===== config.mk =====
export PLATFORM = sky130hd
export DESIGN_NAME = cart_read_mux
export DESIGN_NICKNAME = d
export VERILOG_FILES = /design/src/verilog/cart_read_mux.sv
export VERILOG_INCLUDE_DIRS = /design/src /design/src/common
export SDC_FILE = /design/constraint.sdc
export NUM_CORES = 1
export LEC_CHECK = 0
export BUFFER_PORTS_ARGS = -buffer_cell sky130_fd_sc_hd__buf_4
export CAP_MARGIN = 5
export CELL_PAD_IN_SITES_DETAIL_PLACEMENT = 1
export CELL_PAD_IN_SITES_GLOBAL_PLACEMENT = 1
export CORE_MARGIN = 2
export CORE_UTILIZATION = 23
export DETAILED_ROUTE_END_ITERATION = 10
export GPL_TIMING_DRIVEN = 0
export PLACE_DENSITY = 0.74
export REMOVE_ABC_BUFFERS = 1
export SKIP_LAST_GASP = 1
export SLEW_MARGIN = 20
export SYNTH_ARGS = -nofsm -noshare
export SYNTH_HDL_FRONTEND = slang
export SYNTH_SLANG_ARGS = --single-unit

===== constraint.sdc =====
create_clock -name clk_sys -period 0.9 [get_ports clk_sys]
set_input_delay 0.225 -clock clk_sys [delete_from_list [all_inputs] [get_ports clk_sys]]
set_output_delay 0.225 -clock clk_sys [all_outputs]
set_load 0.1 [all_outputs]

===== src/common/gb_cart_defs.svh =====
// Fixed console widths and header offsets; the ROM store is word addressed, downloads are byte addressed
`ifndef GB_CART_DEFS_SVH
`define GB_CART_DEFS_SVH

// --------------------
// Bus widths
// --------------------
`define CART_ADDR_W     16      // CPU address bus
`define ROM_WADDR_W     24      // External ROM store, 16-bit words
`define DL_ADDR_W       25      // Download byte address
`define ROM_BANK_W      9       // Up to 512 ROM banks (MBC5)
`define RAM_BANK_W      4       // Up to 16 RAM banks of 8 KB
`define CRAM_ADDR_W     17      // 128 KB cartridge RAM

// --------------------
// Cartridge header
// --------------------
// Both offsets are even, so each field arrives in one download word
`define HDR_TYPE_ADDR   25'h146 // Controller type in high byte
`define HDR_SIZE_ADDR   25'h148 // RAM size high, ROM size low

// --------------------
// Register writes
// --------------------
`define RAM_ENABLE_KEY  4'hA    // Low nibble that opens the RAM

// CPU address bits 15..13 of the A000-BFFF RAM window
`define CRAM_WINDOW     3'b101

`endif


===== src/verilog/cart_read_mux.sv =====
// Reads return 00 until the first download has finished; cart_do holds the last read byte
`timescale 1ns/10ps
`include "gb_cart_defs.svh"

module cart_read_mux (
	input  logic                    clk_sys,
	input  logic                    reset,
	input  logic                    dl_active,
	input  logic [`CART_ADDR_W-1:0] cart_addr,
	input  logic                    cart_rd,
	input  logic [15:0]             rom_data,
	input  logic [7:0]              cram_q,
	output logic [7:0]              cart_do
);

	logic       dl_active_q;  // For falling-edge detect
	logic       cart_ready;
	logic       ram_sel_q;    // Last read was in the RAM window
	logic [7:0] rom_byte_q;   // ROM half chosen by address bit 0

	// --------------------
	// Readiness and select
	// --------------------
	always_ff @(posedge clk_sys) begin
		if (reset) begin
			dl_active_q <= 1'b0;
			cart_ready  <= 1'b0;
			ram_sel_q   <= 1'b0;
		end else begin
			dl_active_q <= dl_active;
			if (dl_active_q && !dl_active)
				cart_ready <= 1'b1;  // Image fully in the store
			if (cart_rd)
				ram_sel_q <= (cart_addr[15:13] == `CRAM_WINDOW);
		end
	end

	// rom_data follows rom_addr, so it is sampled in the read cycle
	always_ff @(posedge clk_sys) begin
		if (cart_rd)
			rom_byte_q <= cart_addr[0] ? rom_data[15:8] : rom_data[7:0];
	end

	assign cart_do = !cart_ready ? 8'h00 :
	                 ram_sel_q   ? cram_q : rom_byte_q;

endmodule


==> key figures <==
Pwr
  – Static Leak: about 0.42 nW
  – Power density cells: between 1000 and 1500 nW/µm²
  – VDD IR max: 0.7020 mV

Routing
  – Post-route ant nets: 0
  – Routed via count: between 400 and 500
  – Via density: approximately 4.2
  – Routed wire per std cell: between 10 and 15 µm
  – TritonRoute pass-1 iters: 4
  – # DRC: 0
  – Iter 0 DRT Violations: 1
  – Detailed Route WL: 1.327 mm

Critical path
  – R2R cell count: 2
  – Cell Chain, Critical Path: mux2i_1 -> nor2_1 -> buf_6
  – Reg2reg end: ram_sel_q
  – Max incr delay on CP: ~0.4 ns
  – Worst EP arrival: 1.17 ns
  – Max FO, Critical Path: 9
  – Worst flop-to-flop path startpoint: ram_sel_q
  – Flop2flop setup slack: around 0.16 ns
  – Worst path required time: ~0.67 ns
  – Critical path class: reg2out
  – Critical Path Start Type: flip-flop
  – Worst Setup End Kind: primary output
  – Slowest-stage cell, CP: dfxtp_4

Run status
  – Failing checks: setup timing
  – Status: finished with violations

Clock network
  – Clk pin slew, worst setup/hold paths: approximately 0.06 ns
  – CTS tree: done
  – Post-CTS Setup Bufs: 0
  – Total clock sinks: 11
  – CTS root buffer: clkbuf_4
  – CTS Buffer Depth: 2
  – H-tree levels: 1
  – Clk Latency, worst-skew pair: 0.26 ns
  – Hold buffers post-CTS: 0
  – CTS buffer count: 3

STA
  – Pins Over Slew Limit: 0
  – Actual slew at the worst max-slew pin: between 0.2 and 0.25 ns
  – Final TNS setup: -3.779 ns
  – Final Skew: 0.001550 ns
  – Fin crit share: 154.7%
  – Worst setup margin: -0.4924 ns
  – Slew margin rel.: between 80% and 90%
  – Achievable Freq: just over 0.7 GHz
  – Final hold violation count: 0
  – # setup viols final: 8
  – Fin crit period: 1.392 ns
  – RSZ-0062 raised after global routing: true

Synth
  – Mapped Cells: 44
  – Most area-hungry cell type in the Yosys netlist: edfxtp_1
  – Register bit count reported by yosys: 11
  – Synth top area cells: edfxtp_1, mux2_4, mux2i_1, dfxtp_1, nor2_1
  – Share of Yosys cell area claimed by the top area cell type: 40.42%
  – Commonest cells post-synth: edfxtp_1, mux2_4, mux2i_1, nor2_1, dfxtp_1
  – Synthesis Warnings: 0
  – Mapped cell area: about 590 µm²
  – Sequential fraction of the synthesis area: roughly half
  – Post-synth EDFFs: 8
  – Ys flop type: edfxtp_1
  – Synth async-reset ratio: 0%
  – Library cells used by synthesis: 11
  – Syn_area_per_cell: 13.51 µm²

Placement
  – PortBufs: 39
  – Final GP Congestion: 0.7539

Global routing
  – All-Layer GR Usage: around a tenth
  – Initial antenna violation count: 0
  – Largest net degree at the start of global routing: 11
  – First-pass GRT wire length: between 1.5 and 2 mm
  – Number of global-route vias before repair: roughly 500
  – Grt ovf: 0

Floorplan
  – Core area: roughly 2500 µm²
  – Num ports: 52
  – Die area: about 3000 µm²
  – Die height: 54.84 µm
  – Starting Density: between 20% and 30%
  – Row count: 18
  – Die width: 54.84 µm

Final layout
  – Final core occ: between 30% and 40%
  – Nets: between 100 and 150
  – Fill cell count: between 200 and 300
  – Layout cell share with drive strength beyond 1: 61.18%
  – Synthesis-to-finish area growth: 62.11%
  – Ant. Diodes: 0

Worst hold path
  – Hold worst-path end: ram_sel_q
  – Hold wc startpoint: reset
  – Worst min path class: in2reg
  – Worst Hold Path Cells: 2

Job
  – Max capacitance violation total: 0
[power by group]
group | switching (mW) | internal (mW) | total (mW)
clock network | 0.149 | 0.171 | 0.320
registers | 0.0139 | 0.587 | 0.601
logic | 0.170 | 0.175 | 0.346
total | 0.333 | 0.933 | 1.27
[cells by family after synthesis]
group	after synthesis	synth area share, %
AO/OA/AOI/OAI	2	1.684
AND/OR/NAND/NOR	12	9.685
buffers and inverters	3	4.420
multiplexers	16	33.69
flip-flops	11	50.53
[layer usage]
layer  global-route usage [%]  vias up  share of wire, %
li1                         -      238                 -
met1                    8.389      220                30
met2                    19.25       20                64
met3                    1.639        2               4.1
met4                    11.25        0               2.0
met5                        0        -                 0
[worst max-delay path by stage]
stage | startpoint | end | slack [ns] | cells past startpoint
after floorplan | ram_sel_q | cart_do[0] | -1.25 | 2
after global placement | ram_sel_q | cart_do[0] | -0.49 | 3
after detailed placement | ram_sel_q | cart_do[2] | -0.52 | 3
after CTS | ram_sel_q | cart_do[2] | -0.51 | 3
after global routing | ram_sel_q | cart_do[0] | -0.59 | 3
final | ram_sel_q | cart_do[0] | -0.49 | 3
[flip-flops by register name, indices dropped and copies added, names as in the netlist]
register	count
cart_ready	1
rom_byte_q	8
ram_sel_q	1
dl_active_q	1
[metrics by stage]
step | hold slack [ns] | power [mW] | setup slack (ns) | std cells | cell area [µm²]
after detailed placement | 0.4181 | 0.9537 | -0.5219 | 111 | 902.1
final | 0.1359 | 1.266 | -0.4924 | 115 | 963.4
after CTS | 0.1210 | 1.293 | -0.5124 | 115 | 963.4
after floorplan | 0.2941 | 0.7969 | -1.252 | 42 | 571.8
after global routing | 0.1304 | 1.332 | -0.5913 | 115 | 963.4
after global placement | 0.4041 | 0.9465 | -0.4869 | 111 | 902.1
[critical path, delay by kind of cell, from the launching register on]
kind	cells	cell delay (ns)
AND/OR/NAND/NOR	1	0.14
buffers and inverters	1	0.25
flip-flops	1	0.39
multiplexers	1	0.13
[area by class of cell]
type	instances	area (µm²)	area share [%]
Clock buffer	4	26.28	2.727
Inverter	1	5.005	0.5195
Multi-Input combinational cell	30	267.8	27.79
Sequential cell	11	304.0	31.56
Tap cell	30	37.54	3.896
Timing Repair Buffer	39	322.8	33.51
[cells in the final DEF, fill, tap and decap left out]
| cell | netlist | layout |
|---|---|---|
| mux2i_1 | 8 | 8 |
| buf_4 | 0 | 31 |
| mux2_4 | 8 | 8 |
| edfxtp_1 | 8 | 8 |
| buf_6 | 2 | 8 |
| clkbuf_4 | 0 | 3 |
| a21oi_1 | 2 | 2 |
| nor2b_1 | 1 | 1 |
| dfxtp_4 | 0 | 1 |
| clkinv_2 | 0 | 1 |
| clkbuf_1 | 0 | 1 |
| nand4b_1 | 1 | 1 |
| nor2_1 | 8 | 8 |
| dfxtp_1 | 3 | 2 |
| nand2b_1 | 2 | 2 |
[timing repair]
action                                  CTS  global route
endpoints found under the setup margin    9             8
gates cloned                              0             0
gates resized for setup                  11             0
No activity file was read; power rests on OpenSTA's default activity.
