==> src/common/gb_cart_defs.svh <==
// Fixed console widths and header offsets; the ROM store is word addressed, downloads are byte addressed
`ifndef GB_CART_DEFS_SVH
`define GB_CART_DEFS_SVH

// --------------------
// Bus widths
// --------------------
`define CART_ADDR_W     16      // CPU address bus
`define ROM_WADDR_W     24      // External ROM store, 16-bit words
`define DL_ADDR_W       25      // Download byte address
`define ROM_BANK_W      9       // Up to 512 ROM banks (MBC5)
`define RAM_BANK_W      4       // Up to 16 RAM banks of 8 KB
`define CRAM_ADDR_W     17      // 128 KB cartridge RAM

// --------------------
// Cartridge header
// --------------------
// Both offsets are even, so each field arrives in one download word
`define HDR_TYPE_ADDR   25'h146 // Controller type in high byte
`define HDR_SIZE_ADDR   25'h148 // RAM size high, ROM size low

// --------------------
// Register writes
// --------------------
`define RAM_ENABLE_KEY  4'hA    // Low nibble that opens the RAM

// CPU address bits 15..13 of the A000-BFFF RAM window
`define CRAM_WINDOW     3'b101

`endif

==> src/common/gb_cart_pkg.sv <==
// Types shared by the cartridge blocks; only the five supported controllers are decoded
package gb_cart_pkg;

	// --------------------
	// Controller kind
	// --------------------
	// Decoded once from the header type byte, everything
	// downstream switches on this instead of raw type codes
	typedef enum logic [2:0] {
		MBC_NONE = 3'd0,  // 32 KB ROM, no banking
		MBC_1    = 3'd1,  // 5+2 bit ROM bank, mode bit
		MBC_2    = 3'd2,  // Built-in 512x4 RAM
		MBC_3    = 3'd3,  // 7 bit ROM bank, clock registers
		MBC_5    = 3'd4   // 9 bit ROM bank, 16 RAM banks
	} mbc_kind_t;

	// --------------------
	// Register select
	// --------------------
	// CPU stores to 0000-7FFF hit the controller registers.
	// Address bits 14..13 pick the register, bit 15 is zero
	// for the whole range so it is left out of the opcode
	typedef enum logic [1:0] {
		SEL_RAM_EN   = 2'b00,  // 0000-1FFF
		SEL_ROM_BANK = 2'b01,  // 2000-3FFF
		SEL_RAM_BANK = 2'b10,  // 4000-5FFF
		SEL_MODE     = 2'b11   // 6000-7FFF
	} reg_sel_t;

endpackage

==> src/mapper/mbc_bank_regs.sv <==
// Registers change only on cycles with ce_cpu2x high; writes to 8000-FFFF are ignored here
`timescale 1ns/10ps
`include "gb_cart_defs.svh"

module mbc_bank_regs import gb_cart_pkg::*; (
	input  logic                   clk_sys,
	input  logic                   reset,
	input  logic                   ce_cpu2x,
	input  logic                   cart_wr,
	input  logic [`CART_ADDR_W-1:0] cart_addr,
	input  logic [7:0]             cart_di,
	input  mbc_kind_t              mbc_kind,
	output logic [`ROM_BANK_W-1:0] rom_bank,
	output logic [`RAM_BANK_W-1:0] ram_bank,
	output logic                   mbc1_mode,
	output logic                   rtc_mode,
	output logic                   ram_enable
);

	reg_sel_t reg_sel;
	logic     reg_wr;

	// Store to 0000-7FFF, bit 15 low
	assign reg_sel = reg_sel_t'(cart_addr[14:13]);
	assign reg_wr  = ce_cpu2x && cart_wr && !cart_addr[15];

	// --------------------
	// Register file
	// --------------------
	always_ff @(posedge clk_sys) begin
		if (reset) begin
			rom_bank   <= 9'd1;  // Bank 0 is always at 0000, start at 1
			ram_bank   <= 4'd0;
			mbc1_mode  <= 1'b0;
			rtc_mode   <= 1'b0;
			ram_enable <= 1'b0;
		end else if (reg_wr) begin
			case (reg_sel)
				SEL_RAM_EN: begin
					ram_enable <= (cart_di[3:0] == `RAM_ENABLE_KEY);
				end

				SEL_ROM_BANK: begin
					if (mbc_kind == MBC_5) begin
						// MBC5 splits the register, 3000-3FFF holds bit 8
						if (cart_addr[12])
							rom_bank[8] <= cart_di[0];
						else
							rom_bank[7:0] <= cart_di;
					end else if (cart_di[6:0] == 7'd0) begin
						rom_bank <= 9'd1;  // Older MBCs cannot select bank 0 here
					end else begin
						rom_bank <= {2'b00, cart_di[6:0]};
					end
				end

				SEL_RAM_BANK: begin
					if (mbc_kind == MBC_3) begin
						// Values 08-0C select a clock register instead of RAM
						if (cart_di[3]) begin
							rtc_mode <= 1'b1;
						end else begin
							rtc_mode <= 1'b0;
							ram_bank <= {2'b00, cart_di[1:0]};
						end
					end else if (mbc_kind == MBC_5) begin
						ram_bank <= cart_di[3:0];  // 16 banks
					end else begin
						ram_bank <= {2'b00, cart_di[1:0]};  // MBC1 also uses these as ROM bits
					end
				end

				SEL_MODE: begin
					if (mbc_kind == MBC_1)
						mbc1_mode <= cart_di[0];  // 1 means RAM banking mode
				end

				default: ;
			endcase
		end
	end

endmodule

==> config.mk <==
export PLATFORM = sky130hd
export DESIGN_NAME = mbc_bank_regs
export DESIGN_NICKNAME = d
export VERILOG_FILES = /design/src/common/gb_cart_pkg.sv /design/src/mapper/mbc_bank_regs.sv
export VERILOG_INCLUDE_DIRS = /design/src /design/src/common
export SDC_FILE = /design/constraint.sdc
export NUM_CORES = 1
export LEC_CHECK = 0
export BUFFER_PORTS_ARGS = -buffer_cell sky130_fd_sc_hd__buf_2
export CORE_UTILIZATION = 37
export CTS_CLUSTER_SIZE = 10
export DETAILED_ROUTE_END_ITERATION = 8
export PLACE_DENSITY = 0.71
export SLEW_MARGIN = 20
export SYNTH_ARGS = -nofsm -noshare
export SYNTH_HDL_FRONTEND = slang
export SYNTH_SLANG_ARGS = --single-unit
export TNS_END_PERCENT = 50
==> constraint.sdc <==
create_clock -name clk_sys -period 1.1 [get_ports clk_sys]
set_input_delay 0.055 -clock clk_sys [delete_from_list [all_inputs] [get_ports clk_sys]]
set_output_delay 0.055 -clock clk_sys [all_outputs]
set_load 0.1 [all_outputs]
==> results.ini <==
[outcome]
status=finished, final reports clean

[final_layout]
synthToLayoutAreaGrowth_pct=73.2
final_cell_mix=nand2_1, buf_2, buf_12
n_antenna_cell=0
final_core_util_pct=68.6
layout_commonest_cell=nand2_1
nets=163
fill_cells=166
fin_area_sq_um=1360
final_cells=158
drive_gt1_share_pct=47.3

[clock_tree]
cts.path.max_buffers=2
cts_tree=yes
cts_made_buffers=3
cts_max_level=1
clk_pin_slew_ps=100
cts.repair.resized=0
cts.sinks=16
cts_root_buf=clkbuf_4
clk_latency_ps=290
cts_setup_buffers=0
hold_buffers=0

[route]
drt-total-wl_mm=2.12
drc=0
ant_nets=0
wire_per_inst_um=13.4
routed_via_density=5.42
drt_iter0_drc=9
drt_pass1_iterations=4
vias=856

[placed_design]
dp_hpwl_mm=1.69
gp_congestion=0.796
dp_slack_ps=-216
dpl.cell_count=154
io_buffers=34
place_area_sq_um=1320

[pwr]
p_sw_mw=0.308
irDropWorstVdd_mv=0.819
power.density_nw_per_um2=872
seqPwrFrac_pct=49.7
p_leak_nw=0.569
clkPwrFrac_pct=33.2
pwr-share-comb_pct=17.1
swShare_pct=26.0
p_int_mw=0.877

[synthesis]
synth-adder-area-share_pct=0
yosys_warnings=0
syn_avg_cell_area_sq_um=9.12
synth_seq_cells=16
synth_area_leaders=dfxtp_1, mux2i_1, nand2_1, nand4b_1, nor4bb_1
synth_area_sq_um=785
synth_top_area_share_pct=40.8
syn_nets=117
synthXorXnorAreaFrac_pct=0
synth_top_family_by_area=simple AND/OR/NAND/NOR gates
synth_cells=86
ys_seq_area_share_pct=40.8
synth-simple-area-share_pct=29.8
synth_top_area_cell=dfxtp_1
ys_types=30
synth_compound_area_share_pct=13.2
muxShareOfSynthArea_pct=12.8

[sta]
fmax_ghz=0.981
drv_slew=0
finalHoldViolCount=0
fin_skew_ps=0
rsz0062_at_grt=false
worstMarginPinSlew_ps=475
fin_ws_ps=80.9
min_period_ps=1020
final-setup-viol-count=0
finalCritPeriodShare_pct=92.6
whs_ps=24.9
slew_headroom_pct=68.2

[grt]
overflow=0
grt_usage_pct=19.8
grt_pass1_vias=745
antenna_found_initial=0
grt_pass1_wl_mm=3.10
grt_max_degree=20

[setup_path]
critPathCaptureType=flop
path_class=input port to flop
crit_required_ps=1310
cp_max_fo=2
r2r_cells=3
startpoint_type=input port
crit_arrival_ps=1230

[floorplanning]
start_util_pct=39.6
fp-row-count=16
io_pins=47
die_h_um=48.0
coreArea_sq_um=1980
die_area_sq_um=2310
fp.dieW_um=48.0

[flow_run]
drv_cap=0

[hold_path]
worstHoldPathType=input port to flop
hold_path_depth=3

-- per-layer routing --
metal,part of all wire [%],routed length [um],global-route usage (%)
met3,7.7,164,5.66
met4,0.75,16,6.67
met2,49,1040,34.9
met5,0,0,0
met1,43,906,22.9
-- cell usage after synthesis --
cell       number
nor4b_1         1
and4b_1         1
o41ai_1         2
nand3b_1        1
nand3_1         3
a311oi_1        1
a22oi_1         1
o22ai_1         1
a21oi_1         2
a21bo_2         1
nand4_1         1
clkbuf_1        5
mux2i_1        10
a41o_1          1
or2_2           1
nand4b_1        3
nand2_1        19
a211o_1         1
nor4bb_1        2
a211oi_1        1
o311ai_0        1
dfxtp_1        16
nor2b_1         2
nor2_1          1
and4bb_2        1
and3_1          1
or4_1           2
a2111oi_0       1
nor3b_2         1
inv_1           2
-- stage by stage --
step / TNS (ps) / power (mW)
detailed placement: -837 / 0.803
CTS: 0 / 1.19
floorplan: -1070 / 0.688
global placement: -454 / 0.798
global route: 0 / 1.24
finish: 0 / 1.18
-- power by group through the flow --
| stage | sequential, mW | combinational, mW | clock [mW] |
|---|---|---|---|
| 2_1_floorplan | 0.633 | 0.0559 | 0 |
| 3_3_place_gp | 0.602 | 0.196 | 0 |
| 3_5_place_dp | 0.602 | 0.201 | 0 |
| 4_1_cts | 0.589 | 0.202 | 0.402 |
| 5_1_grt | 0.589 | 0.216 | 0.432 |
| 6_report | 0.588 | 0.203 | 0.393 |
-- cells by family (layout without fill, tap and decap cells) --
logic type	after synthesis	after routing
AOI/OAI and AO/OA	13	13
DFF	16	16
buffers and inverters	7	52
muxes	10	10
and+or+nand+nor	40	40
-- critical path, cell delays in order --
cell,delay [ps]
buf_2,110
or4_1,500
or4_1,400
a22oi_1,170
-- area by class of cell --
class                   count  area [sq um]  share of cell area, %
multi-input cells          63           438                   32.2
clock buffers               4          36.3                   2.67
flip-flops and latches     16           330                   24.3
repair buffers             46           513                   37.8
inverters                   2          7.51                  0.552
well taps                  27          33.8                   2.49
-- flip-flops by register name, indices dropped and copies added (netlist names) --
name / flops
rtc_mode: 1
ram_bank: 4
mbc1_mode: 1
rom_bank: 9
ram_enable: 1
-- worst paths after layout --
check,end,from,slack (ps)
setup / recovery,rom_bank[0],cart_di[3],80
hold / removal,rom_bank[6],cart_di[6],20
setup reg to reg,ram_bank[2],ram_bank[2],280
hold reg to reg,rom_bank[2],rom_bank[2],490
No activity file was read; power rests on OpenSTA's default activity.
