## src/common/gb_cart_defs.svh

```systemverilog
// Fixed console widths and header offsets; the ROM store is word addressed, downloads are byte addressed
`ifndef GB_CART_DEFS_SVH
`define GB_CART_DEFS_SVH

// --------------------
// Bus widths
// --------------------
`define CART_ADDR_W     16      // CPU address bus
`define ROM_WADDR_W     24      // External ROM store, 16-bit words
`define DL_ADDR_W       25      // Download byte address
`define ROM_BANK_W      9       // Up to 512 ROM banks (MBC5)
`define RAM_BANK_W      4       // Up to 16 RAM banks of 8 KB
`define CRAM_ADDR_W     17      // 128 KB cartridge RAM

// --------------------
// Cartridge header
// --------------------
// Both offsets are even, so each field arrives in one download word
`define HDR_TYPE_ADDR   25'h146 // Controller type in high byte
`define HDR_SIZE_ADDR   25'h148 // RAM size high, ROM size low

// --------------------
// Register writes
// --------------------
`define RAM_ENABLE_KEY  4'hA    // Low nibble that opens the RAM

// CPU address bits 15..13 of the A000-BFFF RAM window
`define CRAM_WINDOW     3'b101

`endif

```

## src/common/gb_cart_pkg.sv

```systemverilog
// Types shared by the cartridge blocks; only the five supported controllers are decoded
package gb_cart_pkg;

	// --------------------
	// Controller kind
	// --------------------
	// Decoded once from the header type byte, everything
	// downstream switches on this instead of raw type codes
	typedef enum logic [2:0] {
		MBC_NONE = 3'd0,  // 32 KB ROM, no banking
		MBC_1    = 3'd1,  // 5+2 bit ROM bank, mode bit
		MBC_2    = 3'd2,  // Built-in 512x4 RAM
		MBC_3    = 3'd3,  // 7 bit ROM bank, clock registers
		MBC_5    = 3'd4   // 9 bit ROM bank, 16 RAM banks
	} mbc_kind_t;

	// --------------------
	// Register select
	// --------------------
	// CPU stores to 0000-7FFF hit the controller registers.
	// Address bits 14..13 pick the register, bit 15 is zero
	// for the whole range so it is left out of the opcode
	typedef enum logic [1:0] {
		SEL_RAM_EN   = 2'b00,  // 0000-1FFF
		SEL_ROM_BANK = 2'b01,  // 2000-3FFF
		SEL_RAM_BANK = 2'b10,  // 4000-5FFF
		SEL_MODE     = 2'b11   // 6000-7FFF
	} reg_sel_t;

endpackage

```

## src/mapper/rom_addr_map.sv

```systemverilog
// Purely combinational; a running download owns the ROM store and CPU accesses are ignored meanwhile
`timescale 1ns/10ps
`include "gb_cart_defs.svh"

module rom_addr_map import gb_cart_pkg::*; (
	input  logic                    dl_active,
	input  logic                    dl_wr,
	input  logic [`DL_ADDR_W-1:0]   dl_addr,
	input  logic [15:0]             dl_data,
	input  logic [`CART_ADDR_W-1:0] cart_addr,
	input  logic                    cart_rd,
	input  mbc_kind_t               mbc_kind,
	input  logic [`ROM_BANK_W-1:0]  rom_bank,
	input  logic [`RAM_BANK_W-1:0]  ram_bank,
	input  logic                    mbc1_mode,
	input  logic [`ROM_BANK_W-1:0]  rom_mask,
	output logic [`ROM_WADDR_W-1:0] rom_addr,
	output logic [1:0]              rom_ds,
	output logic                    rom_oe,
	output logic                    rom_we,
	output logic [15:0]             rom_wdata
);

	logic                  in_cram;    // A000-BFFF goes to cartridge RAM
	logic [6:0]            mbc1_bank;  // RAM bank bits on top in mode 0
	logic [`ROM_BANK_W-1:0] eff_bank;
	logic [`ROM_BANK_W:0]  bank_field; // 8 KB half-bank index

	assign in_cram   = (cart_addr[15:13] == `CRAM_WINDOW);
	assign mbc1_bank = {mbc1_mode ? 2'b00 : ram_bank[1:0], rom_bank[4:0]};
	assign eff_bank  = ((mbc_kind == MBC_1) ? {2'b00, mbc1_bank} : rom_bank) & rom_mask;

	// --------------------
	// Bank field
	// --------------------
	always_comb begin
		if (mbc_kind == MBC_NONE)
			bank_field = {8'd0, cart_addr[14:13]};  // Flat 32 KB
		else if (cart_addr[15:14] == 2'b00)
			bank_field = {9'd0, cart_addr[13]};     // Fixed bank 0
		else if (cart_addr[15:14] == 2'b01)
			bank_field = {eff_bank, cart_addr[13]}; // Switchable bank
		else
			bank_field = '0;
	end

	// Download takes the store, CPU reads otherwise
	assign rom_addr  = dl_active ? dl_addr[`DL_ADDR_W-1:1]
	                             : {2'b00, bank_field, cart_addr[12:1]};
	assign rom_ds    = dl_active ? 2'b11 : {cart_addr[0], ~cart_addr[0]};
	assign rom_oe    = !dl_active && cart_rd && !in_cram;
	assign rom_we    = dl_active && dl_wr;
	assign rom_wdata = dl_active ? dl_data : 16'd0;

endmodule

```

## config.mk

```make
export PLATFORM = sky130hd
export DESIGN_NAME = rom_addr_map
export DESIGN_NICKNAME = d
export VERILOG_FILES = /design/src/common/gb_cart_pkg.sv /design/src/mapper/rom_addr_map.sv
export VERILOG_INCLUDE_DIRS = /design/src /design/src/common
export SDC_FILE = /design/constraint.sdc
export NUM_CORES = 1
export LEC_CHECK = 0
export ABC_AREA = 1
export BUFFER_PORTS_ARGS = -buffer_cell sky130_fd_sc_hd__buf_2
export CORE_MARGIN = 4
export CORE_UTILIZATION = 25
export DETAILED_ROUTE_END_ITERATION = 8
export PLACE_DENSITY = 0.95
export SLEW_MARGIN = 10
export SYNTH_ARGS = -nofsm -noshare
export SYNTH_HDL_FRONTEND = slang
export SYNTH_SLANG_ARGS = --single-unit
```

## constraint.sdc

```tcl
create_clock -name vclk -period 1.5
set_input_delay 0.375 -clock vclk [all_inputs]
set_output_delay 0.375 -clock vclk [all_outputs]
set_load 0.05 [all_outputs]
```

==> results.txt <==
The count of placed standard cells including taps is a little under 300. Setup total negative slack on the finished layout was measured at -0.125 ns. The count of cells along the worst hold path is 3.

The number of port buffers is 127. The number of rows in the core area is 17. The worst-case IR drop observed on VDD is 293 uV.

The proportion of netlist area held by the largest area contributor is 0.533. The end of the worst hold path is rom_ds[0]. The number of inserted diodes came out at 0. The worst-case hold slack is 1.09 ns. The library cell with the largest summed area after synthesis is sky130_fd_sc_hd__nand2_1. The wire length per cell after detailed routing came out at 11.6 um. The number of antenna violations at the first check in global routing came out at 0.

The final layout net count is 357. Measured along the x axis, the die boundary spans 57.2 um. The layout has 0 clock buffers. The total cell area at the placement stage is 1340 um^2.

The number of warnings reported in the yosys synthesis log is 0. Entering global routing, the biggest net connects 23 pins. The count of TritonRoute iterations in the first routing pass is 4. The power per cell area came out at 433 nW/um^2.

The number of vias per cell after detailed routing came out at 4.47. The path class of the tightest hold or removal check is input pin to primary output. For this run, the register share of the synthesized area comes to 0. Setup violations remaining at the end of the flow were counted as 6. The worst hold path begins at cart_addr[0]. The final count of hold timing violations came to 0. The top-level port count is 130. The detailed-route via count came out at 1329. Setup repair after global routing could not meet its margin everywhere. The minimum period implied by the final worst setup slack came out at 1.55 ns. The worst setup path category is input pin to primary output.

The initial utilization of the core area, before any placement, comes to 0.269. The detailed router's first-iteration violation count is 39. The number of hold buffers added after cts is 0. The synthesized area per cell is 4.33 um^2. The final antenna-violating net count came out at 0.

The maximum fanout along the worst path is 6. The count of maximum capacitance violations is 0. In the routed design, unresolved DRC markers number 0. The share of layout cells above drive strength 1 came out at 0.595.

The synthesized netlist cell count is 140. The number of global-route vias before repair is roughly 1300. Once layout is complete, the utilization of the core stands at 0.696. The signal arrival time at the worst endpoint is 1.18 ns.

Setup slack on the critical path of the routed design comes to -0.0523 ns. Yosys mapped the design onto 13 distinct sky130hd cell types. The height of the die came out at ~57 um.

STA classifies the critical path endpoint as a primary output. The data required time at the worst endpoint came out at 1.12 ns. The flow ran to the end, but the final reports show violations.

For this run, the total global-route usage over all layers was measured as 0.175. The leakage power figure is 1.11 nW. The total nets after synthesis is 226. The number of max-slew violations in the final report is 0.

The first global-routing pass estimated 4940 um of wire. The routed wire length came out at around 3500 um. By instance count, the leading cell after synthesis is sky130_fd_sc_hd__nand2_1. After routing the design area is 1570 um^2.

The fmax is 644 MHz. Ranked by instance count, the synthesized netlist is headed by 86 x sky130_fd_sc_hd__nand2_1, 26 x sky130_fd_sc_hd__inv_1, 5 x sky130_fd_sc_hd__buf_2, 5 x sky130_fd_sc_hd__nand3_1, 5 x sky130_fd_sc_hd__o21ai_1. The slew at the pin closest to its max-slew limit is 0.257 ns. The core footprint came out at 2250 um^2. The floorplan step defined a die boundary enclosing 3270 um^2. The flip-flop and latch area is 0 um^2. The final HPWL from detailed placement came out at 2600 um. Summing every instance area after synthesis gives 606 um^2. The checks that failed: negative setup slack. Excluding fillers, the count of instances in the completed layout stands at approximately 300.

Summed over all layers, the global routing overflow is 0. The area growth from synthesis to layout is 159%. The worst relative slew slack came out at 0.830. The final clock period utilization by the worst path came out at 1.03.

The count of sequential standard cells came out at 0. Yosys attributes the largest share of cell area to sky130_fd_sc_hd__nand2_1 53%, sky130_fd_sc_hd__inv_1 16%, sky130_fd_sc_hd__buf_2 4.1%, sky130_fd_sc_hd__nand3_1 4.1%, sky130_fd_sc_hd__o21ai_1 4.1%. The critical path startpoint category is an input pin. Routability-driven placement finished with a final weighted congestion of about 0.73.
[kinds of logic (layout without fill, tap and decap cells)]
family | Yosys count | count (layout) | share of synthesized area
buffers and inverters | 33 | 162 | 0.236
AOI/OAI and AO/OA | 5 | 5 | 0.0413
and+or+nand+nor | 102 | 102 | 0.723
[repair_timing]
item                       CTS  global route
buffers inserted             1             1
gates resized for setup     30            43
setup endpoints to repair   39            24
pin swaps                    6             7
[final cells by class]
| cell class | count | area (um^2) |
|---|---|---|
| well taps | 28 | 35.0 |
| inverters | 27 | 106 |
| multi-input cells | 107 | 561 |
| fillers | 176 | 684 |
| repair buffers | 135 | 868 |
[power by group]
group,internal (mW),switching (mW)
sequential,0,0
combinational,0.246,0.434
clock,0,0
total,0.246,0.434
[how the worst max path moves through the flow]
stage	startpoint	slack [ns]	cells after the start	end
after global routing	mbc_kind[2]	-0.12	8	rom_addr[18]
after CTS	dl_active	-0.09	9	rom_addr[19]
final	dl_active	-0.05	9	rom_addr[18]
after global placement	dl_active	-0.17	9	rom_addr[19]
after detailed placement	dl_active	-0.17	9	rom_addr[19]
after floorplan	dl_active	-0.12	6	rom_addr[14]
[routing by layer]
layer  GRT usage  wire, um  share of wire  vias to the layer above
met1       0.172      1040           0.30                      578
li1            -         -              -                      664
met4      0.0265        74          0.021                        0
met2       0.352      1880           0.54                       79
met3      0.0611       454           0.13                        8
met5           0         0              0                        -
[stage by stage]
stage	setup WS [ns]	total power, mW
2_1_floorplan	-0.117	0.395
3_3_place_gp	-0.166	0.586
3_5_place_dp	-0.172	0.593
4_1_cts	-0.0881	0.632
5_1_grt	-0.121	0.722
6_report	-0.0523	0.680
[critical path: stages]
cell	delay, ns
sky130_fd_sc_hd__buf_8	0.11
sky130_fd_sc_hd__inv_6	0.05
sky130_fd_sc_hd__nand2_4	0.05
sky130_fd_sc_hd__nor2_8	0.13
sky130_fd_sc_hd__nand2_8	0.09
sky130_fd_sc_hd__nor2_2	0.10
sky130_fd_sc_hd__nand2_2	0.07
sky130_fd_sc_hd__nand2_4	0.06
sky130_fd_sc_hd__buf_8	0.14
[cells in the final DEF, fill, tap and decap left out]
cell type,instances
sky130_fd_sc_hd__nor2_8,1
sky130_fd_sc_hd__nand3_1,3
sky130_fd_sc_hd__or2_4,1
sky130_fd_sc_hd__buf_6,10
sky130_fd_sc_hd__nor2_1,1
sky130_fd_sc_hd__nand2_8,1
sky130_fd_sc_hd__nand4_1,3
sky130_fd_sc_hd__o21ai_4,1
sky130_fd_sc_hd__nand2_1,76
sky130_fd_sc_hd__nor2_2,1
sky130_fd_sc_hd__buf_8,7
sky130_fd_sc_hd__inv_1,26
sky130_fd_sc_hd__o21ai_2,4
sky130_fd_sc_hd__nor2_4,2
sky130_fd_sc_hd__nand2_4,4
sky130_fd_sc_hd__buf_2,94
sky130_fd_sc_hd__clkbuf_4,12
sky130_fd_sc_hd__nand3_2,2
sky130_fd_sc_hd__nand2_2,7
sky130_fd_sc_hd__inv_6,1
sky130_fd_sc_hd__buf_4,12
No activity file was read; power rests on OpenSTA's default activity.
