===== config.mk =====
export PLATFORM = sky130hd
export DESIGN_NAME = cart_header
export DESIGN_NICKNAME = d
export VERILOG_FILES = /design/src/common/gb_cart_pkg.sv /design/src/verilog/cart_header.sv
export VERILOG_INCLUDE_DIRS = /design/src /design/src/common
export SDC_FILE = /design/constraint.sdc
export NUM_CORES = 1
export LEC_CHECK = 0
export BUFFER_PORTS_ARGS = -buffer_cell sky130_fd_sc_hd__buf_2
export CAP_MARGIN = 30
export CORE_MARGIN = 4
export CORE_UTILIZATION = 47
export DETAILED_ROUTE_END_ITERATION = 10
export GPL_TIMING_DRIVEN = 0
export PLACE_DENSITY_LB_ADDON = 0.15
export SYNTH_ARGS = -nofsm -noshare
export SYNTH_HDL_FRONTEND = slang
export SYNTH_SLANG_ARGS = --single-unit

===== constraint.sdc =====
create_clock -name clk_sys -period 2.1 [get_ports clk_sys]
set_input_delay 0.42 -clock clk_sys [delete_from_list [all_inputs] [get_ports clk_sys]]
set_output_delay 0.42 -clock clk_sys [all_outputs]
set_load 0.01 [all_outputs]

===== src/common/gb_cart_defs.svh =====
// Fixed console widths and header offsets; the ROM store is word addressed, downloads are byte addressed
`ifndef GB_CART_DEFS_SVH
`define GB_CART_DEFS_SVH

// --------------------
// Bus widths
// --------------------
`define CART_ADDR_W     16      // CPU address bus
`define ROM_WADDR_W     24      // External ROM store, 16-bit words
`define DL_ADDR_W       25      // Download byte address
`define ROM_BANK_W      9       // Up to 512 ROM banks (MBC5)
`define RAM_BANK_W      4       // Up to 16 RAM banks of 8 KB
`define CRAM_ADDR_W     17      // 128 KB cartridge RAM

// --------------------
// Cartridge header
// --------------------
// Both offsets are even, so each field arrives in one download word
`define HDR_TYPE_ADDR   25'h146 // Controller type in high byte
`define HDR_SIZE_ADDR   25'h148 // RAM size high, ROM size low

// --------------------
// Register writes
// --------------------
`define RAM_ENABLE_KEY  4'hA    // Low nibble that opens the RAM

// CPU address bits 15..13 of the A000-BFFF RAM window
`define CRAM_WINDOW     3'b101

`endif


===== src/common/gb_cart_pkg.sv =====
// Types shared by the cartridge blocks; only the five supported controllers are decoded
package gb_cart_pkg;

	// --------------------
	// Controller kind
	// --------------------
	// Decoded once from the header type byte, everything
	// downstream switches on this instead of raw type codes
	typedef enum logic [2:0] {
		MBC_NONE = 3'd0,  // 32 KB ROM, no banking
		MBC_1    = 3'd1,  // 5+2 bit ROM bank, mode bit
		MBC_2    = 3'd2,  // Built-in 512x4 RAM
		MBC_3    = 3'd3,  // 7 bit ROM bank, clock registers
		MBC_5    = 3'd4   // 9 bit ROM bank, 16 RAM banks
	} mbc_kind_t;

	// --------------------
	// Register select
	// --------------------
	// CPU stores to 0000-7FFF hit the controller registers.
	// Address bits 14..13 pick the register, bit 15 is zero
	// for the whole range so it is left out of the opcode
	typedef enum logic [1:0] {
		SEL_RAM_EN   = 2'b00,  // 0000-1FFF
		SEL_ROM_BANK = 2'b01,  // 2000-3FFF
		SEL_RAM_BANK = 2'b10,  // 4000-5FFF
		SEL_MODE     = 2'b11   // 6000-7FFF
	} reg_sel_t;

endpackage


===== src/verilog/cart_header.sv =====
// Captures header bytes only while dl_active is high; fields stay valid until the next download or reset
`timescale 1ns/10ps
`include "gb_cart_defs.svh"

module cart_header import gb_cart_pkg::*; (
	input  logic                   clk_sys,
	input  logic                   reset,
	input  logic                   dl_active,
	input  logic                   dl_wr,
	input  logic [`DL_ADDR_W-1:0]  dl_addr,
	input  logic [15:0]            dl_data,
	output mbc_kind_t              mbc_kind,
	output logic [`ROM_BANK_W-1:0] rom_mask,
	output logic [`RAM_BANK_W-1:0] ram_mask,
	output logic                   has_ram
);

	logic [7:0] cart_type;  // Header byte 147
	logic [7:0] rom_size;   // Header byte 148
	logic [7:0] ram_size;   // Header byte 149

	// --------------------
	// Capture
	// --------------------
	always_ff @(posedge clk_sys) begin
		if (reset) begin
			cart_type <= 8'h00;
			rom_size  <= 8'h00;
			ram_size  <= 8'h00;
		end else if (dl_active && dl_wr) begin
			if (dl_addr == `HDR_TYPE_ADDR)
				cart_type <= dl_data[15:8];  // Odd byte sits in the high half
			if (dl_addr == `HDR_SIZE_ADDR) begin
				ram_size <= dl_data[15:8];
				rom_size <= dl_data[7:0];
			end
		end
	end

	// --------------------
	// Decode
	// --------------------
	always_comb begin
		case (cart_type) inside
			[8'h01:8'h03]: mbc_kind = MBC_1;
			[8'h05:8'h06]: mbc_kind = MBC_2;
			[8'h0F:8'h13]: mbc_kind = MBC_3;  // Includes timer variants
			[8'h19:8'h1E]: mbc_kind = MBC_5;  // Includes rumble variants
			default:       mbc_kind = MBC_NONE;
		endcase
	end

	// Code n means 2^(n+1) banks of 16 KB
	always_comb begin
		if (rom_size <= 8'd8)
			rom_mask = 9'h1FF >> (4'd8 - rom_size[3:0]);
		else
			rom_mask = 9'd127;  // Odd sizes 52-54 map into 128 banks
	end

	// 2 KB and 8 KB fit one bank, 32 KB is four banks
	assign ram_mask = (ram_size <= 8'd2) ? 4'b0000 :
	                  (ram_size == 8'd3) ? 4'b0011 :
	                                       4'b1111;

	// MBC2 has its RAM inside the controller, size code is zero there
	assign has_ram = (ram_size != 8'h00) || (mbc_kind == MBC_2);

endmodule


==> results of run 1 <==
-- state kept, by name, summed over array words and instances, names as in the netlist --
| name | count |
|---|---|
| cart_type | 8 |
| ram_size | 8 |
| rom_size | 8 |
-- logic make-up after synthesis --
group,Yosys count,synth area share
adder cells (fa/ha/maj),4,0.0344
AND/OR/NAND/NOR,63,0.314
AO/OA/AOI/OAI,60,0.221
buffers and inverters,20,0.0773
XOR/XNOR,4,0.0241
flip-flops,24,0.330
-- final cells by class --
class | count | area [µm²] | share of cell area
clock buffers | 4 | 36.3 | 0.0193
inverters | 4 | 15.0 | 0.00799
repair buffers | 64 | 328 | 0.174
plain buffers | 15 | 93.8 | 0.0499
flip-flops and latches | 24 | 484 | 0.258
well taps | 31 | 38.8 | 0.0206
multi-input cells | 131 | 883 | 0.470
-- what timing repair did --
item	CTS	global route
setup endpoints to repair	9	8
gates resized for setup	7	2
pin swaps	1	3
setup buffers	1	2
endpoints found under the hold margin	0	0
-- worst max-delay path by stage --
stage	endpoint	slack (ps)	cells past startpoint
final	rom_mask[0]	-90	5
after global routing	rom_mask[0]	-170	5
after CTS	rom_mask[0]	-110	5
after detailed placement	rom_mask[0]	120	7
after floorplan	rom_mask[0]	280	6
after global placement	rom_mask[0]	140	7
-- stage by stage --
stage	worst slack (ps)	TNS, ps	total power, mW
after floorplan	282	0	0.485
after global placement	142	0	0.539
after detailed placement	123	0	0.540
after CTS	-111	-378	0.778
after global routing	-169	-938	0.807
final	-90.7	-273	0.773
-- critical path: stages, from the launching register on --
cell	delay (ps)
dfxtp_1	340
or4_4	540
a21oi_4	180
nand2_2	60
or2_1	200
buf_2	130
-- power groups by stage --
| stage | combinational (mW) | sequential, mW | clock (mW) |
|---|---|---|---|
| 2_1_floorplan | 0.0195 | 0.465 | 0 |
| 3_3_place_gp | 0.0736 | 0.465 | 0 |
| 3_5_place_dp | 0.0747 | 0.465 | 0 |
| 4_1_cts | 0.0753 | 0.455 | 0.247 |
| 5_1_grt | 0.0823 | 0.455 | 0.270 |
| 6_report | 0.0755 | 0.455 | 0.242 |
-- cells in the final DEF (no fill, tap or decap), types with 5 or more instances in the layout --
master and count:
buf_2 61, o21ai_0 29, a21oi_1 25, nand4_1 25, dfxtp_1 21, buf_4 9
clkbuf_1 7, nand2_1 5
-- metal layers --
layer	global-route usage	up-vias	routed length, µm
met5	0	-	0
met4	0.0512	0	12
met3	0.0604	2	266
met2	0.301	49	1750
met1	0.230	738	1700
li1	-	792	-
==> parameters.txt, run 1 <==
Parameter                              Value

Outcome
  Outcome    complete, but fails checks
  Violations in the final reports    negative setup slack

Clock network
  Clock tree from TritonCTS    built
  Buffer depth of the longest clock path    2
  Clock transition at the register clock pins on the worst setup and hold paths after CTS    130 ps
  H-tree depth reported by CTS    1
  Number of sinks driven by the clock tree    24
  Clk root buf    clkbuf_4
  Insertion delay to the later sink of the worst-skew pair    310 ps
  CTS Hold Buffers Added    0
  Total CTS buffers    3

Hold path
  Hold-critical path endpoint    rom_size[4]
  Cells on Worst Hold Path    2
  Critical hold path startpoint    reset
  Worst min path class    input port to register

Floorplanning
  Io pins    62
  Row count    19
  Starting density of the core    0.511
  Die Outline Area    4050 µm²
  Die span in y    between 60 and 70 µm
  Core outline area    2850 µm²
  Die width    63.7 µm

Final layout
  Final layout net count    292
  Area delta synth->final    29.0%
  Layout Cell Area excl Fill    1880 µm²
  Final antenna diode count    0
  Post-Route Utilization    0.659
  Fill cell total of the finished layout    roughly 270
  Number of cells in the finished layout apart from fillers    273
  Layout cell share with drive strength beyond 1    0.393

Logic synthesis
  Top flip-flop cell by instance count after synthesis    dfxtp_1
  Yosys warnings    0
  Seq/Total Area, Yosys    0.330
  Area fraction of the dominant cell type after synthesis    0.330
  Most used standard cell by instance count after synthesis    o21ai_0
  Number of synthesized flops with an enable pin    0
  Yosys reg bits    24
  Cell type with the highest aggregate area in the netlist    dfxtp_1
  Cell types with the largest area share after synthesis    dfxtp_1 (33%), nand4_1 (11%), o21ai_0 (10%)
  Count of distinct cell types in the synthesized netlist    37
  Share of flip-flops with an asynchronous set or reset    0
  Netlist Area Pre-Place    1460 µm²
  Mean post-synth cell area    8.32 µm²
  Post-synth top cells    o21ai_0 (29), a21oi_1 (25), nand4_1 (25)
  Cells after Synth    roughly 180
  Net Count, Synth    between 200 and 250

Timing
  Achievable frequency    456 MHz
  Transition time at the pin with the least slew margin    440 ps
  Final Hold Fails    0
  Final setup viols    8
  Clock skew    0 ps
  Setup repair after global routing missed its margin    true
  Slew Limit Headroom    0.707
  Min Clock Period, post-route    roughly 2200 ps
  Period utilisation layout    1.04
  Fin. max-slew vios    0
  Post-layout worst setup margin    -90.7 ps
  Worst slack on hold paths    331 ps

Critical path
  Worst setup path category    register to primary output
  Critical Path RT    1680 ps
  Nature of the critical path startpoint    register
  Register-to-Register Setup Slack    1310 ps
  Maximum net fanout on the critical path    5
  End of the worst register-to-register path    cart_type[1]
  Critical path capture point type    primary output
  Count of cells along the worst register-to-register path    2
  Data arrival time of the critical path    1770 ps
  Start point of the critical path    rom_size[7]
  Launching point of the worst reg2reg path    cart_type[1]

Routing
  Post-route DRC    0
  Number of detailed-routing iterations run before antenna repair    4
  Via count of the routed design    about 1600
  Number of DRC markers after the initial detailed-route iteration    between 70 and 80
  Vias per cell    5.79
  Overall routed net length    between 3000 and 4000 µm
  Remaining antenna violation count after routing    0
  Wire length per cell after detailed routing    13.7 µm

Power
  Leakage Power    about 0.8 nW
  Switching power summed over all nets    about 0.17 mW
  Clock network fraction of total power    0.314
  Power density over the cells    411 nW/µm²
  Power Internal    approximately 0.6 mW
  Fraction of power consumed by combinational cells    0.098
  Peak VDD IR    424 µV
  Register share of total power    0.589
  Share of total power consumed by net switching    0.224

Placement
  Placed Instances    267
  Hpwl dp    2900 µm
  Total placed instance area    ~1800 µm²
  Count of input and output buffers    between 60 and 70
  Final Wtd Congestion    0.775

Global route
  Total global routing track utilization    0.184
  Global-route wire length before repair    6130 µm
  Maximum number of pins on one net before global-route repair    14
  Total gr overflow    0
  Via count of the first global-routing pass    about 1500
  Antenna violations before repair    0

Job
  Max cap viols    0
No activity file was read; power rests on OpenSTA's default activity.
==> inputs of run 2 (changes only) <==
--- a/config.mk
+++ b/config.mk
@@ -6,10 +6,11 @@
 export SDC_FILE = /design/constraint.sdc
 export NUM_CORES = 1
 export LEC_CHECK = 0
+export ABC_AREA = 1
 export BUFFER_PORTS_ARGS = -buffer_cell sky130_fd_sc_hd__buf_2
 export CAP_MARGIN = 30
 export CORE_MARGIN = 4
-export CORE_UTILIZATION = 47
+export CORE_UTILIZATION = 48
 export DETAILED_ROUTE_END_ITERATION = 10
 export GPL_TIMING_DRIVEN = 0
 export PLACE_DENSITY_LB_ADDON = 0.15
==> parameters.txt, run 2 <==
Parameter                              Value

Timing
  Min Clock Period, post-route    2080 ps (was 2190 ps)
  Setup repair after global routing missed its margin    true (unchanged)
  Post-layout worst setup margin    17.8 ps (was -90.7 ps)
  Worst slack on hold paths    389 ps (was 331 ps)
  Transition time at the pin with the least slew margin    465 ps (was 440 ps)
  Fin Setup TNS    0 ps (was -273 ps)
  Achievable frequency    480 MHz (was 456 MHz)
  Final setup viols    0 (was 8)
  Fin. max-slew vios    0 (unchanged)
  Clock skew    0 ps (unchanged)
  Period utilisation layout    0.992 (was 1.04)
  Slew Limit Headroom    0.689 (was 0.707)
  Final Hold Fails    0 (unchanged)

Outcome
  Outcome    complete, no violations (was complete, but fails checks)

Floorplanning
  Starting density of the core    0.512 (was 0.511)
  Row count    20 (was 19)
  Core outline area    3100 µm² (was 2850 µm²)
  Io pins    62 (unchanged)
  Die span in y    65.5 µm (was 63.7 µm)
  Die width    65.5 µm (was 63.7 µm)
  Die Outline Area    4290 µm² (was 4050 µm²)

Hold path
  Cells on Worst Hold Path    4 (was 2)
  Worst min path class    input port to register (unchanged)

Logic synthesis
  Share of flip-flops with an asynchronous set or reset    0 (unchanged)
  Top flip-flop cell by instance count after synthesis    dfxtp_1 (unchanged)
  Most used standard cell by instance count after synthesis    nor2_1 (was o21ai_0)
  Post-synth top cells    nor2_1 (73), nand2_1 (44), inv_1 (39) (was o21ai_0 (29), a21oi_1 (25), nand4_1 (25))
  Mean post-synth cell area    6.14 µm² (was 8.32 µm²)
  Cells after Synth    259 (was 175)
  Yosys warnings    0 (unchanged)
  Cell type with the highest aggregate area in the netlist    dfxtp_1 (unchanged)
  Count of distinct cell types in the synthesized netlist    26 (was 37)
  Seq/Total Area, Yosys    0.302 (was 0.330)
  Area fraction of the dominant cell type after synthesis    0.302 (was 0.330)
  Cell types with the largest area share after synthesis    dfxtp_1 (30%), nor2_1 (17%), nand4_1 (11%) (was dfxtp_1 (33%), nand4_1 (11%), o21ai_0 (10%))
  Number of synthesized flops with an enable pin    0 (unchanged)
  Netlist Area Pre-Place    1590 µm² (was 1460 µm²)
  Net Count, Synth    308 (was 224)
  Yosys reg bits    24 (unchanged)

Clock network
  Number of sinks driven by the clock tree    24 (unchanged)
  Total CTS buffers    3 (unchanged)
  Insertion delay to the later sink of the worst-skew pair    320 ps (was 310 ps)
  Clk root buf    clkbuf_4 (unchanged)
  Buffer depth of the longest clock path    2 (unchanged)
  H-tree depth reported by CTS    1 (unchanged)
  Clock tree from TritonCTS    built (unchanged)
  Clock transition at the register clock pins on the worst setup and hold paths after CTS    140 ps (was 130 ps)
  CTS Hold Buffers Added    0 (unchanged)

Routing
  Number of detailed-routing iterations run before antenna repair    4 (unchanged)
  Vias per cell    4.75 (was 5.79)
  Post-route DRC    0 (unchanged)
  Number of DRC markers after the initial detailed-route iteration    74 (was 79)
  Via count of the routed design    1777 (was 1581)
  Overall routed net length    3830 µm (was 3730 µm)
  Remaining antenna violation count after routing    0 (unchanged)
  Wire length per cell after detailed routing    10.2 µm (was 13.7 µm)

Final layout
  Layout cell share with drive strength beyond 1    0.327 (was 0.393)
  Most common cell after layout, fill and taps aside    nor2_1 (was buf_2)
  Area delta synth->final    32.7% (was 29.0%)
  Final layout net count    380 (was 292)
  Largest registers    cart_type x8, ram_size x8, rom_size x8 (unchanged)
  Commonest cells after routing, fill and taps aside    nor2_1 (72), buf_2 (63), nand2_1 (44), inv_1 (35), nand4_1 (28) (was buf_2 (61), o21ai_0 (29), a21oi_1 (25), nand4_1 (25), dfxtp_1 (21))
  Fill cell total of the finished layout    300 (was 269)
  Final antenna diode count    0 (unchanged)
  Number of cells in the finished layout apart from fillers    374 (was 273)

Placement
  Post-Place Worst Slack    215 ps (was 123 ps)
  Final Wtd Congestion    0.796 (was 0.775)
  Count of input and output buffers    61 (unchanged)
  Hpwl dp    2880 µm (was 2900 µm)
  Placed Instances    364 (was 267)

Power
  Clock network fraction of total power    0.311 (was 0.314)
  Share of total power consumed by net switching    0.246 (was 0.224)
  Peak VDD IR    244 µV (was 424 µV)
  Switching power summed over all nets    0.198 mW (was 0.173 mW)
  Fraction of power consumed by combinational cells    0.123 (was 0.098)
  Leakage Power    1.13 nW (was 0.813 nW)
  Register share of total power    0.566 (was 0.589)
  Power Internal    0.607 mW (was 0.600 mW)
  Power density over the cells    382 nW/µm² (was 411 nW/µm²)

Global route
  Total gr overflow    0 (unchanged)
  Global-route wire length before repair    6110 µm (was 6130 µm)
  Via count of the first global-routing pass    1473 (was 1471)
  Antenna violations before repair    0 (unchanged)
  Maximum number of pins on one net before global-route repair    14 (unchanged)
  Total global routing track utilization    0.177 (was 0.184)

Job
  Max cap viols    0 (unchanged)

Critical path
  Nature of the critical path startpoint    register (unchanged)
  Count of cells along the worst register-to-register path    3 (was 2)
  Critical Path RT    1680 ps (about the same)
  Maximum net fanout on the critical path    4 (was 5)
  Critical path capture point type    primary output (unchanged)
  Data arrival time of the critical path    1660 ps (was 1770 ps)
  Worst setup path category    register to primary output (unchanged)
## run 2: cell count changes after synthesis, sizes merged, moves of 9 or more
| cell | delta |
|---|---|
| nor2 | +77 |
| inv | +40 |
| nand2 | +38 |
| a21oi | -24 |
| o21ai | -24 |
| nand3 | +9 |
## run 2: final timing paths
| check | startpoint | to | slack, ps |
|---|---|---|---|
| hold / removal | reset | rom_size[5] | 390 |
| setup / recovery | rom_size[1] | rom_mask[6] | 20 |
| hold reg to reg | ram_size[7] | ram_size[7] | 490 |
| setup reg to reg | rom_size[0] | rom_size[0] | 1380 |
## run 2: power by group through the flow
stage          logic, mW  registers [mW]  clock network [mW]
3_5_place_dp      0.0997           0.465                   0
6_report          0.0991           0.455               0.251
2_1_floorplan     0.0463           0.465                   0
4_1_cts           0.0998           0.455               0.251
5_1_grt            0.112           0.456               0.276
3_3_place_gp      0.0988           0.465                   0
## run 2: logic make-up after synthesis
family          count (synthesis)  share of synthesized area
flops                          24                      0.302
buf+inv                        53                      0.139
compound gates                  9                     0.0307
fa+ha+maj                       4                     0.0315
simple gates                  169                      0.497
## run 2: what timing repair did
item | 4_1_cts | 5_1_grt
setup buffers | 3 | 3
pin swaps | 4 | 4
endpoints found under the setup margin | 9 | 5
gates resized for setup | 11 | 12
## run 2: cell type report
cell class,count,area [µm²],area share
clock buffers,4,36.3,0.0172
well taps,44,55.1,0.0261
repair buffers,67,357,0.169
multi-input cells,182,948,0.450
inverters,44,175,0.0831
plain buffers,9,52.6,0.0249
flip-flops and latches,24,484,0.230
## run 2: critical path, stage by stage (launching register included)
cell	delay (ps)
dfxtp_2	360
inv_4	70
ha_4	150
inv_4	40
ha_4	240
inv_2	30
o21ai_2	140
inv_2	60
a21oi_2	100
buf_2	140
## run 2: metal layers
layer	global-route usage	share of wire	vias up
met5	0	0	-
met4	0.0622	0.018	0
met3	0.0274	0.068	7
met2	0.300	0.48	62
met1	0.226	0.43	751
li1	-	-	957
## run 2: metrics by stage
stage	power, mW	utilization	area [µm²]
after global placement	0.564	0.628	1950
after CTS	0.806	0.660	2050
after floorplan	0.512	-	1590
after detailed placement	0.565	0.628	1950
after global routing	0.844	0.679	2110
final	0.805	0.679	2110
